<file path="src/hdl/regfile_defines.svh">
// sizes of the 4r2w register file
// the word width must be a whole multiple of the slice width
// the predecode groups assume a 6-bit address (64 words)
`ifndef REGFILE_DEFINES_SVH
`define REGFILE_DEFINES_SVH

// array geometry
`define RF_WORDS    64
`define RF_ADR_W    6
`define RF_DAT_W    72
`define RF_SLICE_W  24

// port counts
`define RF_RD_PORTS 4
`define RF_WR_PORTS 2

`endif

</file>
<file path="src/hdl/regfile_pkg.sv">
// request, predecode and word types of the 4r2w register file
// predec_t encodes a 6-bit address only
`default_nettype none

`include "regfile_defines.svh"

package regfile_pkg;

  typedef logic [`RF_ADR_W-1:0]   rf_adr_t;
  typedef logic [`RF_DAT_W-1:0]   rf_word_t;
  typedef logic [`RF_SLICE_W-1:0] rf_slice_t;

  typedef struct packed {
    logic    en;
    rf_adr_t adr;
  } rd_req_t;

  typedef struct packed {
    logic     en;
    rf_adr_t  adr;
    rf_word_t dat;
  } wr_req_t;

  // one-hot groups, index is the value of the address bits
  typedef struct packed {
    logic [1:0] c_a0;  // bit 0, carries the port enable
    logic [3:0] a12;   // bits 2:1
    logic [1:0] a3;    // bit 3
    logic [3:0] a45;   // bits 5:4
  } predec_t;

endpackage

`default_nettype wire

</file>
<file path="src/hdl/port_latch.sv">
// input register for one port request
// clears to zero under reset, so the request enable is inactive
`default_nettype none

module port_latch #(
  parameter type payload_t = regfile_pkg::rd_req_t
) (
  input  wire logic clk,
  input  wire logic reset,
  input  payload_t  d,
  output payload_t  q
);

  always_ff @(posedge clk) begin
    if (reset) begin
      q <= '0;
    end else begin
      q <= d;
    end
  end

endmodule

`default_nettype wire

</file>
<file path="config.mk">
export PLATFORM = sky130hd
export DESIGN_NAME = port_latch
export DESIGN_NICKNAME = d
export VERILOG_FILES = /design/src/hdl/regfile_pkg.sv /design/src/hdl/port_latch.sv
export VERILOG_INCLUDE_DIRS = /design/src /design/src/hdl
export SDC_FILE = /design/constraint.sdc
export NUM_CORES = 1
export LEC_CHECK = 0
export BUFFER_PORTS_ARGS = -buffer_cell sky130_fd_sc_hd__buf_2
export CORE_AREA = 3 3 40 42
export DETAILED_ROUTE_END_ITERATION = 8
export DIE_AREA = 0 0 43 45
export SYNTH_ARGS = -nofsm -noshare
export SYNTH_HDL_FRONTEND = slang
export SYNTH_SLANG_ARGS = --single-unit
</file>
<file path="constraint.sdc">
create_clock -name clk -period 0.8 [get_ports clk]
set_input_delay 0.04 -clock clk [delete_from_list [all_inputs] [get_ports clk]]
set_output_delay 0.04 -clock clk [all_outputs]
set_load 0.03 [all_outputs]
</file>
==> results.tsv <==
metric	value	unit
Final Instance Area	322	µm²
root buf cell	clkbuf_4	
combinational group share of total power	12.9	%
synthesis-to-finish area growth	74.8	%
Top reg by flops	q	
CP max-delay cell	dfxtp_1	
async set-or-reset flop fraction in the synthesized netlist	0	%
syn_area_per_cell	13.1	µm²
critical path fanouts, max	1	
setup_tns	0	ns
RSZ-0062 raised after global routing	false	
Max Fclk	1.33	GHz
leakage	0.156	nW
Post-synth EDFFs	0	
Tmin final	0.752	ns
ant diodes	0	
Clock Power Share	39.6	%
register area share after synthesis	76.2	%
Multi-input gate area	43.8	µm²
Crit path arrival time	0.71	ns
Top FF cell, synth	dfxtp_1	
vias in the first global route	174	
Final ANT Viol Nets	0	
initial antenna violation count	0	
io pins	16	
top-area cell type share of the netlist area	76.2	%
Post-Syn Instances	14	
syn_nets	23	
Iter 0 DRT Violations	0	
worst hold-check path type	input port to register	
drt first pass iters	1	
Congestion Overflow GR	0	
crit path launch type	register	
post-route insts no fill	48	
Final setup viols	0	
Worst setup EP type	output port	
gr usage total	6.18	%
critical path buffer and inverter count	1	
Synth cell types	2	
cts repair resizes	0	
clk buf depth	2	
internal cell power	0.603	mW
via count	154	
RD Place Congestion	0.659	
number of instances in the placed design	44	
Die Span X	43	µm
max reg flops	7	
synth cell count leaders	dfxtp_1, nor2b_1	
Post-Syn Area	184	µm²
Max Cap Viol	0	
CTS Buf Count	3	
IO Port Bufs	15	
core area	1280	µm²
Post-CTS Setup Repair Bufs	0	
layout cells sized above 1	54.5	%
synthesis-stage register bit count	7	
H-tree depth	1	
chip height	45	µm
final wirelength	438	µm
status	finished, final reports clean	
Reg power frac	47.5	%
post-layout util	25.0	%
largest net degree at the start of global routing	8	
post-DR wirelength/cell	9.13	µm
largest cells by area after synthesis	dfxtp_1, nor2b_1	
Worst Slack Setup Final	0.0480	ns
Residual DRC	0	
first-pass GRT wire length	765	µm
relative slew slack	93.0	%
CTS Hold Bufs	0	
initial core utilization	14.3	%
Max stage delay on crit path	0.31	ns
CTS tree	built	
register area	140	µm²
largest area contributor in the netlist	dfxtp_1	
WS Path Type	register to output port	
final hold vios	0	
die area	1940	µm²
Area after DPL	278	µm²
Final #Nets	43	
Max rail drop VDD	0.000563	V
Clock transition at path regs	0.05	ns
Net Switching	0.184	mW
fillers	136	
Sw Share	23.4	%
Sink Count	7	
via density per instance	3.21	
final worst path period share	94.0	%
biggest registers after layout	q x7	
worst slack, placed	0.274	ns
Worst EP required	0.76	ns
row count	13	
Slew @ Worst Pin	0.105	ns
max-slew violation count	0	
Pwr Density	2450	nW/µm²
CP delay by family, top	flip-flops	
synth warn	0	
worst-path cell chain	buf_4	
-- metrics by stage --
step | power, mW | hold slack [ns]
detailed placement | 0.473 | 0.265
floorplan | 0.430 | 0.112
global placement | 0.471 | 0.265
global route | 0.831 | 0.0274
finish | 0.787 | 0.00984
CTS | 0.792 | 0.00444
-- per-layer routing --
metal  vias up  routed length (µm)  global-route usage, %
met5         -                   0                      0
met4         0                  13                   7.23
met3         2                  97                   5.98
met2        19                 124                   5.99
met1        53                 203                   6.55
li1         80                   -                      -
-- cells in the final DEF, fill, tap and decap left out --
cell	count
buf_2	8
nor2b_1	7
buf_4	7
dfxtp_1	7
clkbuf_4	3
clkbuf_1	1
-- area by class of cell --
class / count / area share (%)
multi-input cells: 7 / 13.6
well taps: 15 / 5.84
repair buffers: 15 / 28.8
flip-flops and latches: 7 / 43.6
clock buffers: 4 / 8.17
-- path summary, 6_finish.rpt --
kind | from | end | slack [ns] | cells past startpoint
setup / recovery | q[0] | q[0] | 0.05 | 1
hold / removal | d[6] | q[6] | 0.01 | 2
-- power by group through the flow --
stage / Clock, mW / Sequential (mW) / Combinational (mW)
3_3_place_gp: 0 / 0.380 / 0.0914
6_report: 0.312 / 0.374 / 0.102
3_5_place_dp: 0 / 0.380 / 0.0928
2_1_floorplan: 0 / 0.418 / 0.0116
4_1_cts: 0.326 / 0.373 / 0.0930
5_1_grt: 0.346 / 0.376 / 0.109
-- cell families (layout without fill, tap and decap cells) --
logic type,Yosys count,in the layout,synth area share [%]
flops,7,7,76.2
simple gates,7,7,23.8
buf+inv,0,19,0
Power figures use the tool's default switching activity.
