`config.mk`:
```
export PLATFORM = sky130hd
export DESIGN_NAME = addr_predecode
export DESIGN_NICKNAME = d
export VERILOG_FILES = /design/src/hdl/regfile_pkg.sv /design/src/hdl/addr_predecode.sv
export VERILOG_INCLUDE_DIRS = /design/src /design/src/hdl
export SDC_FILE = /design/constraint.sdc
export NUM_CORES = 1
export LEC_CHECK = 0
export BUFFER_PORTS_ARGS = -buffer_cell sky130_fd_sc_hd__buf_2
export CAP_MARGIN = 20
export CORE_AREA = 5 5 42 44
export DETAILED_ROUTE_END_ITERATION = 10
export DIE_AREA = 0 0 47 49
export GPL_TIMING_DRIVEN = 1
export PLACE_DENSITY = 0.31
export SYNTH_ARGS = -nofsm -noshare
export SYNTH_HDL_FRONTEND = slang
export SYNTH_SLANG_ARGS = --single-unit
```
`constraint.sdc`:
```
create_clock -name vclk -period 0.8
set_clock_uncertainty 0.1 [all_clocks]
set_input_delay 0.12 -clock vclk [all_inputs]
set_output_delay 0.12 -clock vclk [all_outputs]
set_load 0.02 [all_outputs]
```
`src/hdl/regfile_defines.svh`:
```
// sizes of the 4r2w register file
// the word width must be a whole multiple of the slice width
// the predecode groups assume a 6-bit address (64 words)
`ifndef REGFILE_DEFINES_SVH
`define REGFILE_DEFINES_SVH

// array geometry
`define RF_WORDS    64
`define RF_ADR_W    6
`define RF_DAT_W    72
`define RF_SLICE_W  24

// port counts
`define RF_RD_PORTS 4
`define RF_WR_PORTS 2

`endif

```
`src/hdl/regfile_pkg.sv`:
```
// request, predecode and word types of the 4r2w register file
// predec_t encodes a 6-bit address only
`default_nettype none

`include "regfile_defines.svh"

package regfile_pkg;

  typedef logic [`RF_ADR_W-1:0]   rf_adr_t;
  typedef logic [`RF_DAT_W-1:0]   rf_word_t;
  typedef logic [`RF_SLICE_W-1:0] rf_slice_t;

  typedef struct packed {
    logic    en;
    rf_adr_t adr;
  } rd_req_t;

  typedef struct packed {
    logic     en;
    rf_adr_t  adr;
    rf_word_t dat;
  } wr_req_t;

  // one-hot groups, index is the value of the address bits
  typedef struct packed {
    logic [1:0] c_a0;  // bit 0, carries the port enable
    logic [3:0] a12;   // bits 2:1
    logic [1:0] a3;    // bit 3
    logic [3:0] a45;   // bits 5:4
  } predec_t;

endpackage

`default_nettype wire

```
`src/hdl/addr_predecode.sv`:
```
// address predecoder for one port
// all word selects fall false while en is low or reset is high,
// since the bit-0 group is qualified by both
`default_nettype none

module addr_predecode (
  input  wire logic           reset,
  input  wire logic           en,
  input  regfile_pkg::rf_adr_t adr,
  output regfile_pkg::predec_t sel
);

  import regfile_pkg::*;

  // array enable, no external strobe
  logic arr_en;
  logic act;

  assign arr_en = ~reset;
  assign act    = en & arr_en;

  always_comb begin
    sel = '0;
    // qualified bit-0 group
    sel.c_a0[0] = act & ~adr[0];
    sel.c_a0[1] = act & adr[0];
    // remaining groups are plain one-hot
    sel.a12 = 4'(1) << adr[2:1];
    sel.a3  = 2'(1) << adr[3];
    sel.a45 = 4'(1) << adr[5:4];
  end

endmodule

`default_nettype wire

```
==> results.cfg <==
[drt]
drt_first_iter_violations = 0
postRouteAntennaNets = 0
wl_per_cell_um = 10.6
vias_per_cell = 3.36
wirelength_um = 500
post-route-drc-count = 0
drt-pass1-iter-count = 1
vias = 158

[clock_tree]
ctsHoldBuffers = 0
cts_setup_buffers = 0

[power]
p_seq_share_pct = 0
power_frac_comb_pct = 100.0
switching_share_pct = 46.9
powerDensity_nw_per_um2 = 594
switchingPower_w = 0.0000778
ir_worst_vdd_mv = 0.152
p_int_w = 0.0000879
leakage_nw = 0.155
power.total_w = 0.000166
clkPwrFrac_pct = 0

[grt]
grt_use_met3_pct = 3.32
gr-usage-all-layers_pct = 4.42
grt_antenna_before_repair = 0
gr-max-usage-layer = met1
first_global_vias = 156
grt_pass1_wl_um = 752
grt_use_met2_pct = 4.07
grt_overflow = 0
use_met1_pct = 7.83
grt_start_max_net_pins = 5

[floorplan]
io_pins = 20
dieArea_um2 = 2300
fp-row-count = 14
die_y_um = 49
core-area_um2 = 1400
chipWidth_um = 47
initial_utilization_pct = 6.07

[timing]
rsz0062_at_grt = true
worstMarginPinSlew_ns = 0.160
finalWorstSetupSlack_ns = 0.0181
setup_viol = 0
fin_crit_sh_pct = 97.7
fin_crit_ns = 0.782
finalMaxSlewViolations = 0
hold_viol = 0
max_freq_ghz = 1.28
maxSlewHeadroom_pct = 89.3

[flow_run]
maxCapViolCount = 0

[final_layout]
nets = 41
areaGrowthSynthToFinish_pct = 228
antennaDiodeCount = 0
fill_cells = 169
clkbuf_count = 0
regArea_um2 = 0
n_sequential_cell = 0
drive_above_1_share_pct = 87.1
fin_util_pct = 19.9

[yosys]
syn_area_per_cell_um2 = 7.09
synth_xor_area_share_pct = 0
synthMuxAreaShare_pct = 0
synth_top_area_share_pct = 41.2
synth_area_leaders = and2b_2 (41%), and2_2 (18%), and3b_1 (10%)
syn_inst = 12
yosysSeqAreaShare_pct = 0
synth_top_family_by_area = simple AND/OR/NAND/NOR gates
synth_compound_area_share_pct = 0
ys_top_cells_by_count = and2b_2 (4), and2_2 (2), nor2_1 (2)
synthAdderAreaFrac_pct = 0
synth_most_common_cell = and2b_2
synth_cell_types = 7
syn-num-nets = 20
synth_area_um2 = 85.1
synth_area_leader_cell = and2b_2
yosys_warnings = 0
yosys.area_share.simple_pct = 86.8

[critical_path]
worstPathMaxFanout = 4
crit_start = adr[4]
crit_required_ns = 0.58
slowest_delay_ns = 0.21
cp_cell_sequence = buf_4, and2b_2, buf_6
cp-end-kind = output pin
arrival_ns = 0.56
cp-start-kind = primary input
crit_buf_inv = 2
criticalPathCategory = in -> out
slowest_stage = and2b_2
crit_family = buffers and inverters

[placed_design]
port-buffer-count = 20
post-place-ws_ns = -0.0185
gp_congestion = 0.605
dp_hpwl_um = 462

[worst_hold_path]
holdPathStages = 3
hp-class = in -> out
min_to = sel[10]
worstHoldStart = reset

[outcome]
status = finished clean
power groups by stage:
stage	Clock (W)	Combinational (W)	Sequential (W)
after global routing	0	0.000178	0
after global placement	0	0.000125	0
final	0	0.000166	0
after CTS	0	0.000146	0
after detailed placement	0	0.000125	0
after floorplan	0	0.0000690	0
layout make-up:
type / instances / area (µm²) / share of cell area, %
Tap cell: 16 / 20.0 / 7.17
Multi-Input combinational cell: 10 / 85.1 / 30.5
Timing Repair Buffer: 20 / 170 / 61.0
Inverter: 1 / 3.75 / 1.35
worst max-delay path by stage:
stage	to	depth (start not counted)	slack (ns)
5_1_grt	sel[8]	3	0.0002
3_3_place_gp	sel[2]	3	-0.02
3_5_place_dp	sel[10]	3	-0.02
6_report	sel[2]	3	0.02
4_1_cts	sel[2]	3	0.0004
2_1_floorplan	sel[10]	1	0.12
cells by family (layout without fill, tap and decap cells):
group         Yosys count  count (layout)
buf+inv                 2              21
simple gates           10              10
per-stage QoR:
step	instances	setup TNS [ns]	instance area [µm²]	hold WS, ns
floorplan	12	0	90.1	0.191
global placement	47	-0.0434	203	0.398
detailed placement	47	-0.0655	203	0.404
CTS	47	0	239	0.395
global route	47	0	279	0.380
finish	47	0	279	0.372
routing by layer:
metal	wire length, µm	vias to the layer above
met2	110	20
met1	224	64
met5	0	-
li1	-	74
met4	0	0
met3	164	0
cell usage in the layout (no fill, tap or decap):
master,count
inv_1,1
nor2_1,2
and2_2,2
buf_2,7
nor3b_4,1
buf_4,4
buf_6,8
and2b_2,4
buf_8,1
and3b_1,1
what timing repair did:
item                                    CTS  global route
pin swaps                                 1             1
resized for setup                        11            11
endpoints found under the setup margin    6             8
Note: power is estimated with default switching activity, not from simulation.
