File: config.mk
export PLATFORM = sky130hd
export DESIGN_NAME = read_data_stage
export DESIGN_NICKNAME = d
export VERILOG_FILES = /design/src/hdl/regfile_pkg.sv /design/src/hdl/read_data_stage.sv
export VERILOG_INCLUDE_DIRS = /design/src /design/src/hdl
export SDC_FILE = /design/constraint.sdc
export NUM_CORES = 1
export LEC_CHECK = 0
export ABC_AREA = 1
export BUFFER_PORTS_ARGS = -buffer_cell sky130_fd_sc_hd__buf_2
export CAP_MARGIN = 20
export CELL_PAD_IN_SITES_DETAIL_PLACEMENT = 0
export CELL_PAD_IN_SITES_GLOBAL_PLACEMENT = 1
export CORE_AREA = 3 3 221 223
export DETAILED_ROUTE_END_ITERATION = 12
export DIE_AREA = 0 0 224 226
export PLACE_DENSITY = 0.6
export SYNTH_ARGS = -nofsm -noshare
export SYNTH_HDL_FRONTEND = slang
export SYNTH_SLANG_ARGS = --single-unit
File: constraint.sdc
create_clock -name clk -period 0.8 [get_ports clk]
set_input_delay 0.16 -clock clk [delete_from_list [all_inputs] [get_ports clk]]
set_output_delay 0.16 -clock clk [all_outputs]
set_load 0.005 [all_outputs]
File: src/hdl/regfile_defines.svh
// sizes of the 4r2w register file
// the word width must be a whole multiple of the slice width
// the predecode groups assume a 6-bit address (64 words)
`ifndef REGFILE_DEFINES_SVH
`define REGFILE_DEFINES_SVH

// array geometry
`define RF_WORDS    64
`define RF_ADR_W    6
`define RF_DAT_W    72
`define RF_SLICE_W  24

// port counts
`define RF_RD_PORTS 4
`define RF_WR_PORTS 2

`endif

File: src/hdl/regfile_pkg.sv
// request, predecode and word types of the 4r2w register file
// predec_t encodes a 6-bit address only
`default_nettype none

`include "regfile_defines.svh"

package regfile_pkg;

  typedef logic [`RF_ADR_W-1:0]   rf_adr_t;
  typedef logic [`RF_DAT_W-1:0]   rf_word_t;
  typedef logic [`RF_SLICE_W-1:0] rf_slice_t;

  typedef struct packed {
    logic    en;
    rf_adr_t adr;
  } rd_req_t;

  typedef struct packed {
    logic     en;
    rf_adr_t  adr;
    rf_word_t dat;
  } wr_req_t;

  // one-hot groups, index is the value of the address bits
  typedef struct packed {
    logic [1:0] c_a0;  // bit 0, carries the port enable
    logic [3:0] a12;   // bits 2:1
    logic [1:0] a3;    // bit 3
    logic [3:0] a45;   // bits 5:4
  } predec_t;

endpackage

`default_nettype wire

File: src/hdl/read_data_stage.sv
// read-data output stage
// latch_rd = 1 registers the read words and clears them under reset
// latch_rd = 0 passes the array output straight through
`default_nettype none

`include "regfile_defines.svh"

module read_data_stage #(
  parameter bit latch_rd = 1'b1
) (
  input  wire logic                                 clk,
  input  wire logic                                 reset,
  input  regfile_pkg::rf_word_t [`RF_RD_PORTS-1:0]  raw,
  output regfile_pkg::rf_word_t [`RF_RD_PORTS-1:0]  rd_dat
);

  if (latch_rd) begin : g_latched
    always_ff @(posedge clk) begin
      if (reset) begin
        rd_dat <= '0;
      end else begin
        rd_dat <= raw;
      end
    end
  end else begin : g_direct
    // clk and reset only matter when latched
    assign rd_dat = raw;
  end

endmodule

`default_nettype wire

==> impl_metrics.tcl, run 1 <==
set metrics [dict create \
    status "complete, but fails checks" \
    fp-row-count 79 \
    start_kind "flip-flop" \
    yosysWarnings 0 \
    ys_types 5 \
    final_core_util 0.357 \
    reg_top3 "rd_dat: 288 flops" \
    grt_start_max_net_pins 38 \
    clock_path_buffers 3 \
    totalPowerFinal_w 0.0350 \
    yosysSeqAreaShare 0.699 \
    worstMarginPinSlew_ns 0.255 \
    synth_seq_cells 288 \
    synth_mux_area_frac 0 \
    routed_wl_um 32300 \
    fin_hold_ws_ns 0.0418 \
    place.gp.congestion 0.785 \
    rsz0062_at_grt "true" \
    area_delta_synth_final_pct 102 \
    gr-total-overflow 0 \
    syn-cell-area_um2 8250 \
    synth_edf_count 0 \
    path_max_fanout 1 \
    grt_pass1_wl_um 46800 \
    crit_type "flip-flop to output port" \
    synthAdderAreaFrac 0 \
    synth-xor-area-share 0 \
    power_density_nw_per_um2 2100 \
    antenna_found_initial 1 \
    dieArea_um2 50600 \
    synth_simple_gate_area_frac 0.131 \
    setup_tns_ns -84.14 \
    routedWlPerCell_um 13.3 \
    worstPathRequired_ns 0.64 \
    cts_num_sinks 288 \
    clk_pin_slew_ns 0.06 \
    setup_viol 288 \
    nFillCells 4756 \
    synth_compound_area_frac 0 \
    netlist_instances 896 \
    synth_largest_area_cell "dfxtp_1" \
    layout_setup_ws_ns -0.339 \
    port_buffers 577 \
    drt_iter0_drc 157 \
    critPathSlowestCell "dfxtp_2" \
    end_kind "output port" \
    crit_arrival_ns 0.98 \
    detail_route.vias_per_cell 3.43 \
    hold_path_end "rd_dat[166]" \
    yosys_most_used_dff "dfxtp_1" \
    finalCritPeriodShare 1.42 \
    peakVddDrop_uv 1490 \
    post-place-cells 2070 \
    hp-start "reset" \
    cts_root_buffer "clkbuf_16" \
    final_cells 2421 \
    max_freq_mhz 878 \
    drc_errors 0 \
    min_period_ns 1.14 \
    syn_avg_cell_area_um2 9.21 \
    slowest_delay_ns 0.36 \
    synth_async_sr_flop_share 0 \
    critPathBufInv 1 \
    violations "negative setup slack" \
    die_y_um 226 \
    relSlewSlack 0.830 \
    grt_pass1_vias 8788 \
    cp_top_family "flip-flops" \
    leakagePower_nw 9.09 \
    design.core.area_um2 46800 \
    hold_viol 0 \
    nNetsFinal 2078 \
    die_x_um 224 \
    netlist.area_leader.share 0.699 \
    vias 8298 \
    cts_buffers 34 \
    start_util 0.176 \
    cts_tree "yes" \
    yosys-top-cells-count "dfxtp_1, inv_1, nor2_1" \
    drv_slew 0 \
    post-cts-setup-buffers 0 \
    hp-class "input pin to flip-flop" \
    largest_reg_flops 288 \
    syn-num-nets 1186 \
    cts-htree-levels 2 \
    layout-drive-gt1-share 0.427 \
    drtAntennaViolNets 0 \
    synth_top_family_by_area "buffers and inverters" \
    synth.area.top_cells "dfxtp_1, inv_1, nor2_1, buf_6, buf_2" \
    cap_violations 0 \
    hold_depth 3 \
    drtPass1Iterations 4 \
    ios 578 \
    grtUsageTotal 0.119 \
    top_register "rd_dat" \
    hpwl_um 23300 \
    path_cells "buf_6" \
]
==> cell type report <==
| class | instances | area, um2 | share of cell area |
|---|---|---|---|
| Antenna cell | 1 | 2.50 | 0.000150 |
| Tap cell | 607 | 759 | 0.0455 |
| Inverter | 288 | 1080 | 0.0648 |
| Multi-Input combinational cell | 288 | 1080 | 0.0648 |
| Clock buffer | 53 | 1060 | 0.0633 |
| Timing Repair Buffer | 888 | 6710 | 0.402 |
| Sequential cell | 288 | 5920 | 0.355 |
| Clock inverter | 8 | 71.3 | 0.00427 |
==> per-stage QoR <==
stage          instance area [um2]  worst slack, ns
2_1_floorplan                 8250            0.106
3_3_place_gp                 11800          -0.0763
3_5_place_dp                 11800          -0.0822
4_1_cts                      16100           -0.392
5_1_grt                      16700           -0.392
6_report                     16700           -0.339
==> cells by family (layout without fill, tap and decap cells) <==
kind of cell | count (synthesis) | in the layout
buffers and inverters | 320 | 1237
DFF | 288 | 288
other | 0 | 1
and+or+nand+nor | 288 | 288
==> power breakdown <==
part           switching (W)  total [W]  internal, W
Combinational        0.00159    0.00419      0.00260
Sequential          0.000260     0.0154       0.0152
Clock                0.00598     0.0154      0.00941
==> layer usage <==
| layer | track usage | share of wire |
|---|---|---|
| met5 | 0 | 0 |
| met1 | 0.122 | 0.37 |
| met3 | 0.0385 | 0.064 |
| met4 | 0.0524 | 0.036 |
| met2 | 0.220 | 0.53 |
==> placed cells by master (no fill, tap or decap), drive strengths merged <==
| cell type | count |
|---|---|
| clkinv | 6 |
| dfxtp | 288 |
| dlygate4sd3 | 289 |
| buf | 598 |
| clkinvlp | 1 |
| nor2 | 288 |
| inv | 288 |
| bufinv | 1 |
| diode | 1 |
| clkbuf | 54 |
==> worst max path at each step <==
stage,from,end,slack (ns),cells after the start
4_1_cts,rd_dat[224],rd_dat[224],-0.39,1
6_report,rd_dat[224],rd_dat[224],-0.34,1
2_1_floorplan,reset,rd_dat[0],0.11,4
3_5_place_dp,reset,rd_dat[88],-0.08,4
3_3_place_gp,reset,rd_dat[89],-0.08,4
5_1_grt,rd_dat[224],rd_dat[224],-0.39,1
==> repair_timing <==
item                                   CTS  global route
endpoints found under the hold margin  288             0
hold buffers                           289             0
resized for setup                       73           162
setup endpoints to repair              288           288
Power figures use the tool's default switching activity.
==> run 2: changes to the inputs <==
Settings changed: GPL_TIMING_DRIVEN set to 0.
==> impl_metrics.tcl, run 2 (same netlist as run 1, synthesis figures left out) <==
set metrics [dict create \
    port_buffers 576 \
    setup_tns_ns -84.94 \
    antenna_found_initial 3 \
    routed_wl_um 33300 \
    reg_top3 "rd_dat: 288 flops" \
    fp-row-count 79 \
    place.gp.congestion 0.814 \
    layout-drive-gt1-share 0.429 \
    clk_pin_slew_ns 0.06 \
    detail_route.vias_per_cell 3.44 \
    relSlewSlack 0.767 \
    cts_buffers 36 \
    mostFrequentLayoutCell "buf_2" \
    cts-htree-levels 2 \
    swShare 0.228 \
    top_register "rd_dat" \
    slowest_delay_ns 0.36 \
    cp_num_cells 1 \
    setup_viol 288 \
    min_period_ns 1.15 \
    grt_pass1_vias 8997 \
    switching_power_w 0.00812 \
    nFillCells 4749 \
    layout_common_cells "buf_2, inv_1, nor2_1, dlygate4sd3_1, dfxtp_1" \
    grt_start_max_net_pins 14 \
    end_kind "output port" \
    cts_num_sinks 288 \
    design.core.area_um2 46800 \
    drv_slew 0 \
    drtAntennaViolNets 0 \
    hpwl_um 24500 \
    grt_pass1_wl_um 48600 \
    start_kind "flip-flop" \
    nNetsFinal 2088 \
    met3_length_um 2030 \
    power_frac_comb 0.119 \
    max_freq_mhz 866 \
    p_int_w 0.0274 \
    sequentialPowerShare 0.434 \
    clock_path_buffers 3 \
    post-place-cells 2079 \
    leakagePower_nw 9.12 \
    vias 8369 \
    cp_top_family "flip-flops" \
    final_cells 2430 \
    m1WireLength_um 12800 \
    worstMarginPinSlew_ns 0.348 \
    die_x_um 224 \
    cap_violations 0 \
    dr.max_layer_used "met5" \
    area_delta_synth_final_pct 102 \
    hp-class "input pin to flip-flop" \
    die_y_um 226 \
    drc_errors 0 \
    largest_reg_flops 288 \
    routedWlPerCell_um 13.7 \
    drt_iter0_drc 144 \
    drtPass1Iterations 4 \
    path_max_fanout 1 \
    crit_arrival_ns 0.99 \
    power_density_nw_per_um2 2130 \
    crit_type "flip-flop to output port" \
    fin_hold_ws_ns 0.0871 \
    peakVddDrop_uv 1580 \
    layout_setup_ws_ns -0.355 \
    dieArea_um2 50600 \
    hold_depth 3 \
    start_util 0.176 \
    path_cells "buf_6" \
    critPathBufInv 1 \
    status "complete, but fails checks" \
    finalCritPeriodShare 1.44 \
    violations "negative setup slack" \
    critPathSlowestCell "dfxtp_4" \
    gr-total-overflow 0 \
    dp_slack_ns -0.269 \
    grtUsageTotal 0.124 \
    hold_viol 0 \
    clock_power_share 0.447 \
    cts_root_buffer "clkbuf_16" \
    worstPathRequired_ns 0.64 \
    cts_tree "yes" \
    rsz0062_at_grt "true" \
    ios 578 \
    wl_met2_um 17100 \
    post-cts-setup-buffers 0 \
]
==> run 2: changes by cell type in the layout (fill, tap and decap cells not counted), sizes merged <==
cell	change
buf	+10
bufinv	+2
clkbuf	-9
clkinv	+2
clkinvlp	+1
diode	+1
dlygate4sd3	-1
inv	+3
==> run 2: metal layers <==
metal	GRT usage	up-vias
met3	0.0372	93
li1	-	4219
met2	0.220	293
met4	0.0580	2
met1	0.136	3762
met5	0	-
==> run 2: worst paths after layout <==
kind | slack (ns) | from | endpoint
max | -0.35 | rd_dat[126] | rd_dat[126]
min | 0.09 | reset | rd_dat[217]
==> run 2: final cells by class <==
cell class	instances	area, um2	area share
well taps	607	759	0.0455
flip-flops and latches	288	5920	0.354
clock buffers	45	976	0.0584
inverters	288	1080	0.0647
repair buffers	864	6380	0.382
clock inverters	16	180	0.0108
plain buffers	32	323	0.0193
diodes	2	5.00	0.000300
multi-input cells	288	1080	0.0647
==> run 2: what timing repair did <==
action	CTS	global route
hold buffers	288	0
hold endpoints to repair	288	0
setup endpoints to repair	288	288
gates resized for setup	62	158
pin swaps	0	0
==> run 2: power groups by stage <==
| stage | clock, W | sequential [W] | combinational (W) |
|---|---|---|---|
| after floorplan | 0 | 0.0157 | 0.000833 |
| after global placement | 0 | 0.0156 | 0.00280 |
| after detailed placement | 0 | 0.0156 | 0.00281 |
| after CTS | 0.0165 | 0.0154 | 0.00404 |
| after global routing | 0.0171 | 0.0155 | 0.00462 |
| final | 0.0159 | 0.0154 | 0.00422 |
==> run 2: through the flow <==
step                      instance area (um2)   util  total power, W
after detailed placement                11900  0.254          0.0184
after global placement                  11900  0.254          0.0184
after CTS                               16100  0.345          0.0359
after floorplan                          8250      -          0.0166
final                                   16700  0.357          0.0356
after global routing                    16700  0.357          0.0373
==> run 3: changes to the inputs <==
Settings changed: ABC_CLOCK_PERIOD_IN_PS set to 800, REMOVE_ABC_BUFFERS set to 1.
==> impl_metrics.tcl, run 3 (same netlist as run 1, synthesis figures left out) <==
set metrics [dict create \
    peakVddDrop_uv 1500 \
    routed_wl_um 31200 \
    start_kind "flip-flop" \
    nFillCells 4708 \
    critPathBufInv 1 \
    port_buffers 577 \
    drt_iter0_drc 116 \
    hold_path_end "rd_dat[237]" \
    vias 8297 \
    cts_num_sinks 288 \
    detail_route.vias_per_cell 3.46 \
    drc_errors 0 \
    sequentialPowerShare 0.431 \
    post-place-cells 2050 \
    swShare 0.219 \
    path_max_fanout 1 \
    top_register "rd_dat" \
    fp-row-count 79 \
    reg_top3 "rd_dat: 288 flops" \
    hp-start "reset" \
    finalCritPeriodShare 1.42 \
    mostFrequentLayoutCell "buf_2" \
    drtPass1Iterations 4 \
    hold_depth 2 \
    crit_type "flip-flop to output port" \
    drv_slew 0 \
    cap_violations 0 \
    nNetsFinal 2059 \
    cts-htree-levels 2 \
    die_y_um 226 \
    clk_pin_slew_ns 0.05 \
    worstPathRequired_ns 0.64 \
    relSlewSlack 0.684 \
    cp-startpoint "rd_dat[247]" \
    layout_setup_ws_ns -0.339 \
    min_period_ns 1.14 \
    routedWlPerCell_um 13.0 \
    path_cells "buf_6" \
    violations "negative setup slack" \
    grt_pass1_vias 8917 \
    layout_common_cells "buf_2, inv_1, nor2_1, dlygate4sd3_1, dfxtp_1" \
    worstMarginPinSlew_ns 0.474 \
    layout-drive-gt1-share 0.414 \
    place.gp.congestion 0.798 \
    hold_viol 0 \
    post-cts-setup-buffers 0 \
    grtUsageTotal 0.114 \
    clock_power_share 0.457 \
    antenna_found_initial 1 \
    crit_arrival_ns 0.98 \
    end_kind "output port" \
    design.core.area_um2 46800 \
    dieArea_um2 50600 \
    dp_slack_ns -0.550 \
    area_delta_synth_final_pct 99.2 \
    fin_hold_ws_ns 0.0323 \
    switching_power_w 0.00784 \
    critPathSlowestCell "dfxtp_4" \
    gr-total-overflow 0 \
    final_cells 2399 \
    die_x_um 224 \
    ios 578 \
    largest_reg_flops 288 \
    hpwl_um 21300 \
    cts_buffers 35 \
    slowest_delay_ns 0.36 \
    max_freq_mhz 878 \
    drtAntennaViolNets 0 \
    power_density_nw_per_um2 2180 \
    cts_root_buffer "clkbuf_16" \
    clock_path_buffers 3 \
    start_util 0.176 \
    cp_top_family "flip-flops" \
    hp-class "input pin to flip-flop" \
    setup_viol 288 \
    p_int_w 0.0279 \
    power_frac_comb 0.112 \
    rsz0062_at_grt "true" \
    grt_start_max_net_pins 134 \
    cts_tree "yes" \
    leakagePower_nw 9.00 \
    grt_pass1_wl_um 45300 \
    status "complete, but fails checks" \
]
==> run 3: layout make-up <==
| class | instances | area (um2) | area share |
|---|---|---|---|
| inverter | 288 | 1080 | 0.0658 |
| sequential | 288 | 5900 | 0.359 |
| clock inverter | 7 | 118 | 0.00715 |
| multi-input combinational | 288 | 1080 | 0.0658 |
| clock buffer | 52 | 1080 | 0.0658 |
| timing repair buffer | 868 | 6410 | 0.390 |
| antenna | 1 | 2.50 | 0.000152 |
| tap | 607 | 759 | 0.0462 |
==> run 3: layer usage <==
layer | global-route usage | wire, um | share of wire
met5 | 0 | 0 | 0
met4 | 0.0530 | 1190 | 0.038
met3 | 0.0434 | 2980 | 0.095
met2 | 0.216 | 16300 | 0.52
met1 | 0.108 | 10800 | 0.35
==> run 3: metrics by stage <==
step                 TNS, ns   util  cell area (um2)  total power [W]
detailed placement    -96.13  0.249            11600           0.0182
global route         -100.21  0.352            16400           0.0375
floorplan                  0      -             7930           0.0163
finish                -83.99  0.352            16400           0.0358
CTS                  -100.08  0.339            15900           0.0362
global placement    -1028.65  0.248            11600           0.0183
==> run 3: timing repair <==
item	in CTS	in global routing
setup endpoints to repair	288	303
resized for setup	55	150
hold buffers	288	0
gates cloned	0	1
endpoints found under the hold margin	288	0
==> run 3: power groups by stage <==
stage / combinational (W) / clock, W / sequential (W)
floorplan: 0.000539 / 0 / 0.0157
global placement: 0.00268 / 0 / 0.0156
detailed placement: 0.00263 / 0 / 0.0156
CTS: 0.00381 / 0.0171 / 0.0153
global route: 0.00443 / 0.0176 / 0.0155
finish: 0.00402 / 0.0163 / 0.0154
==> run 3: worst max-delay path by stage <==
stage,endpoint,slack (ns),cells after the start
after global placement,rd_dat[100],-4.05,2
after global routing,rd_dat[247],-0.39,1
after CTS,rd_dat[247],-0.41,1
after detailed placement,rd_dat[29],-0.55,3
after floorplan,rd_dat[0],0.34,0
final,rd_dat[247],-0.34,1
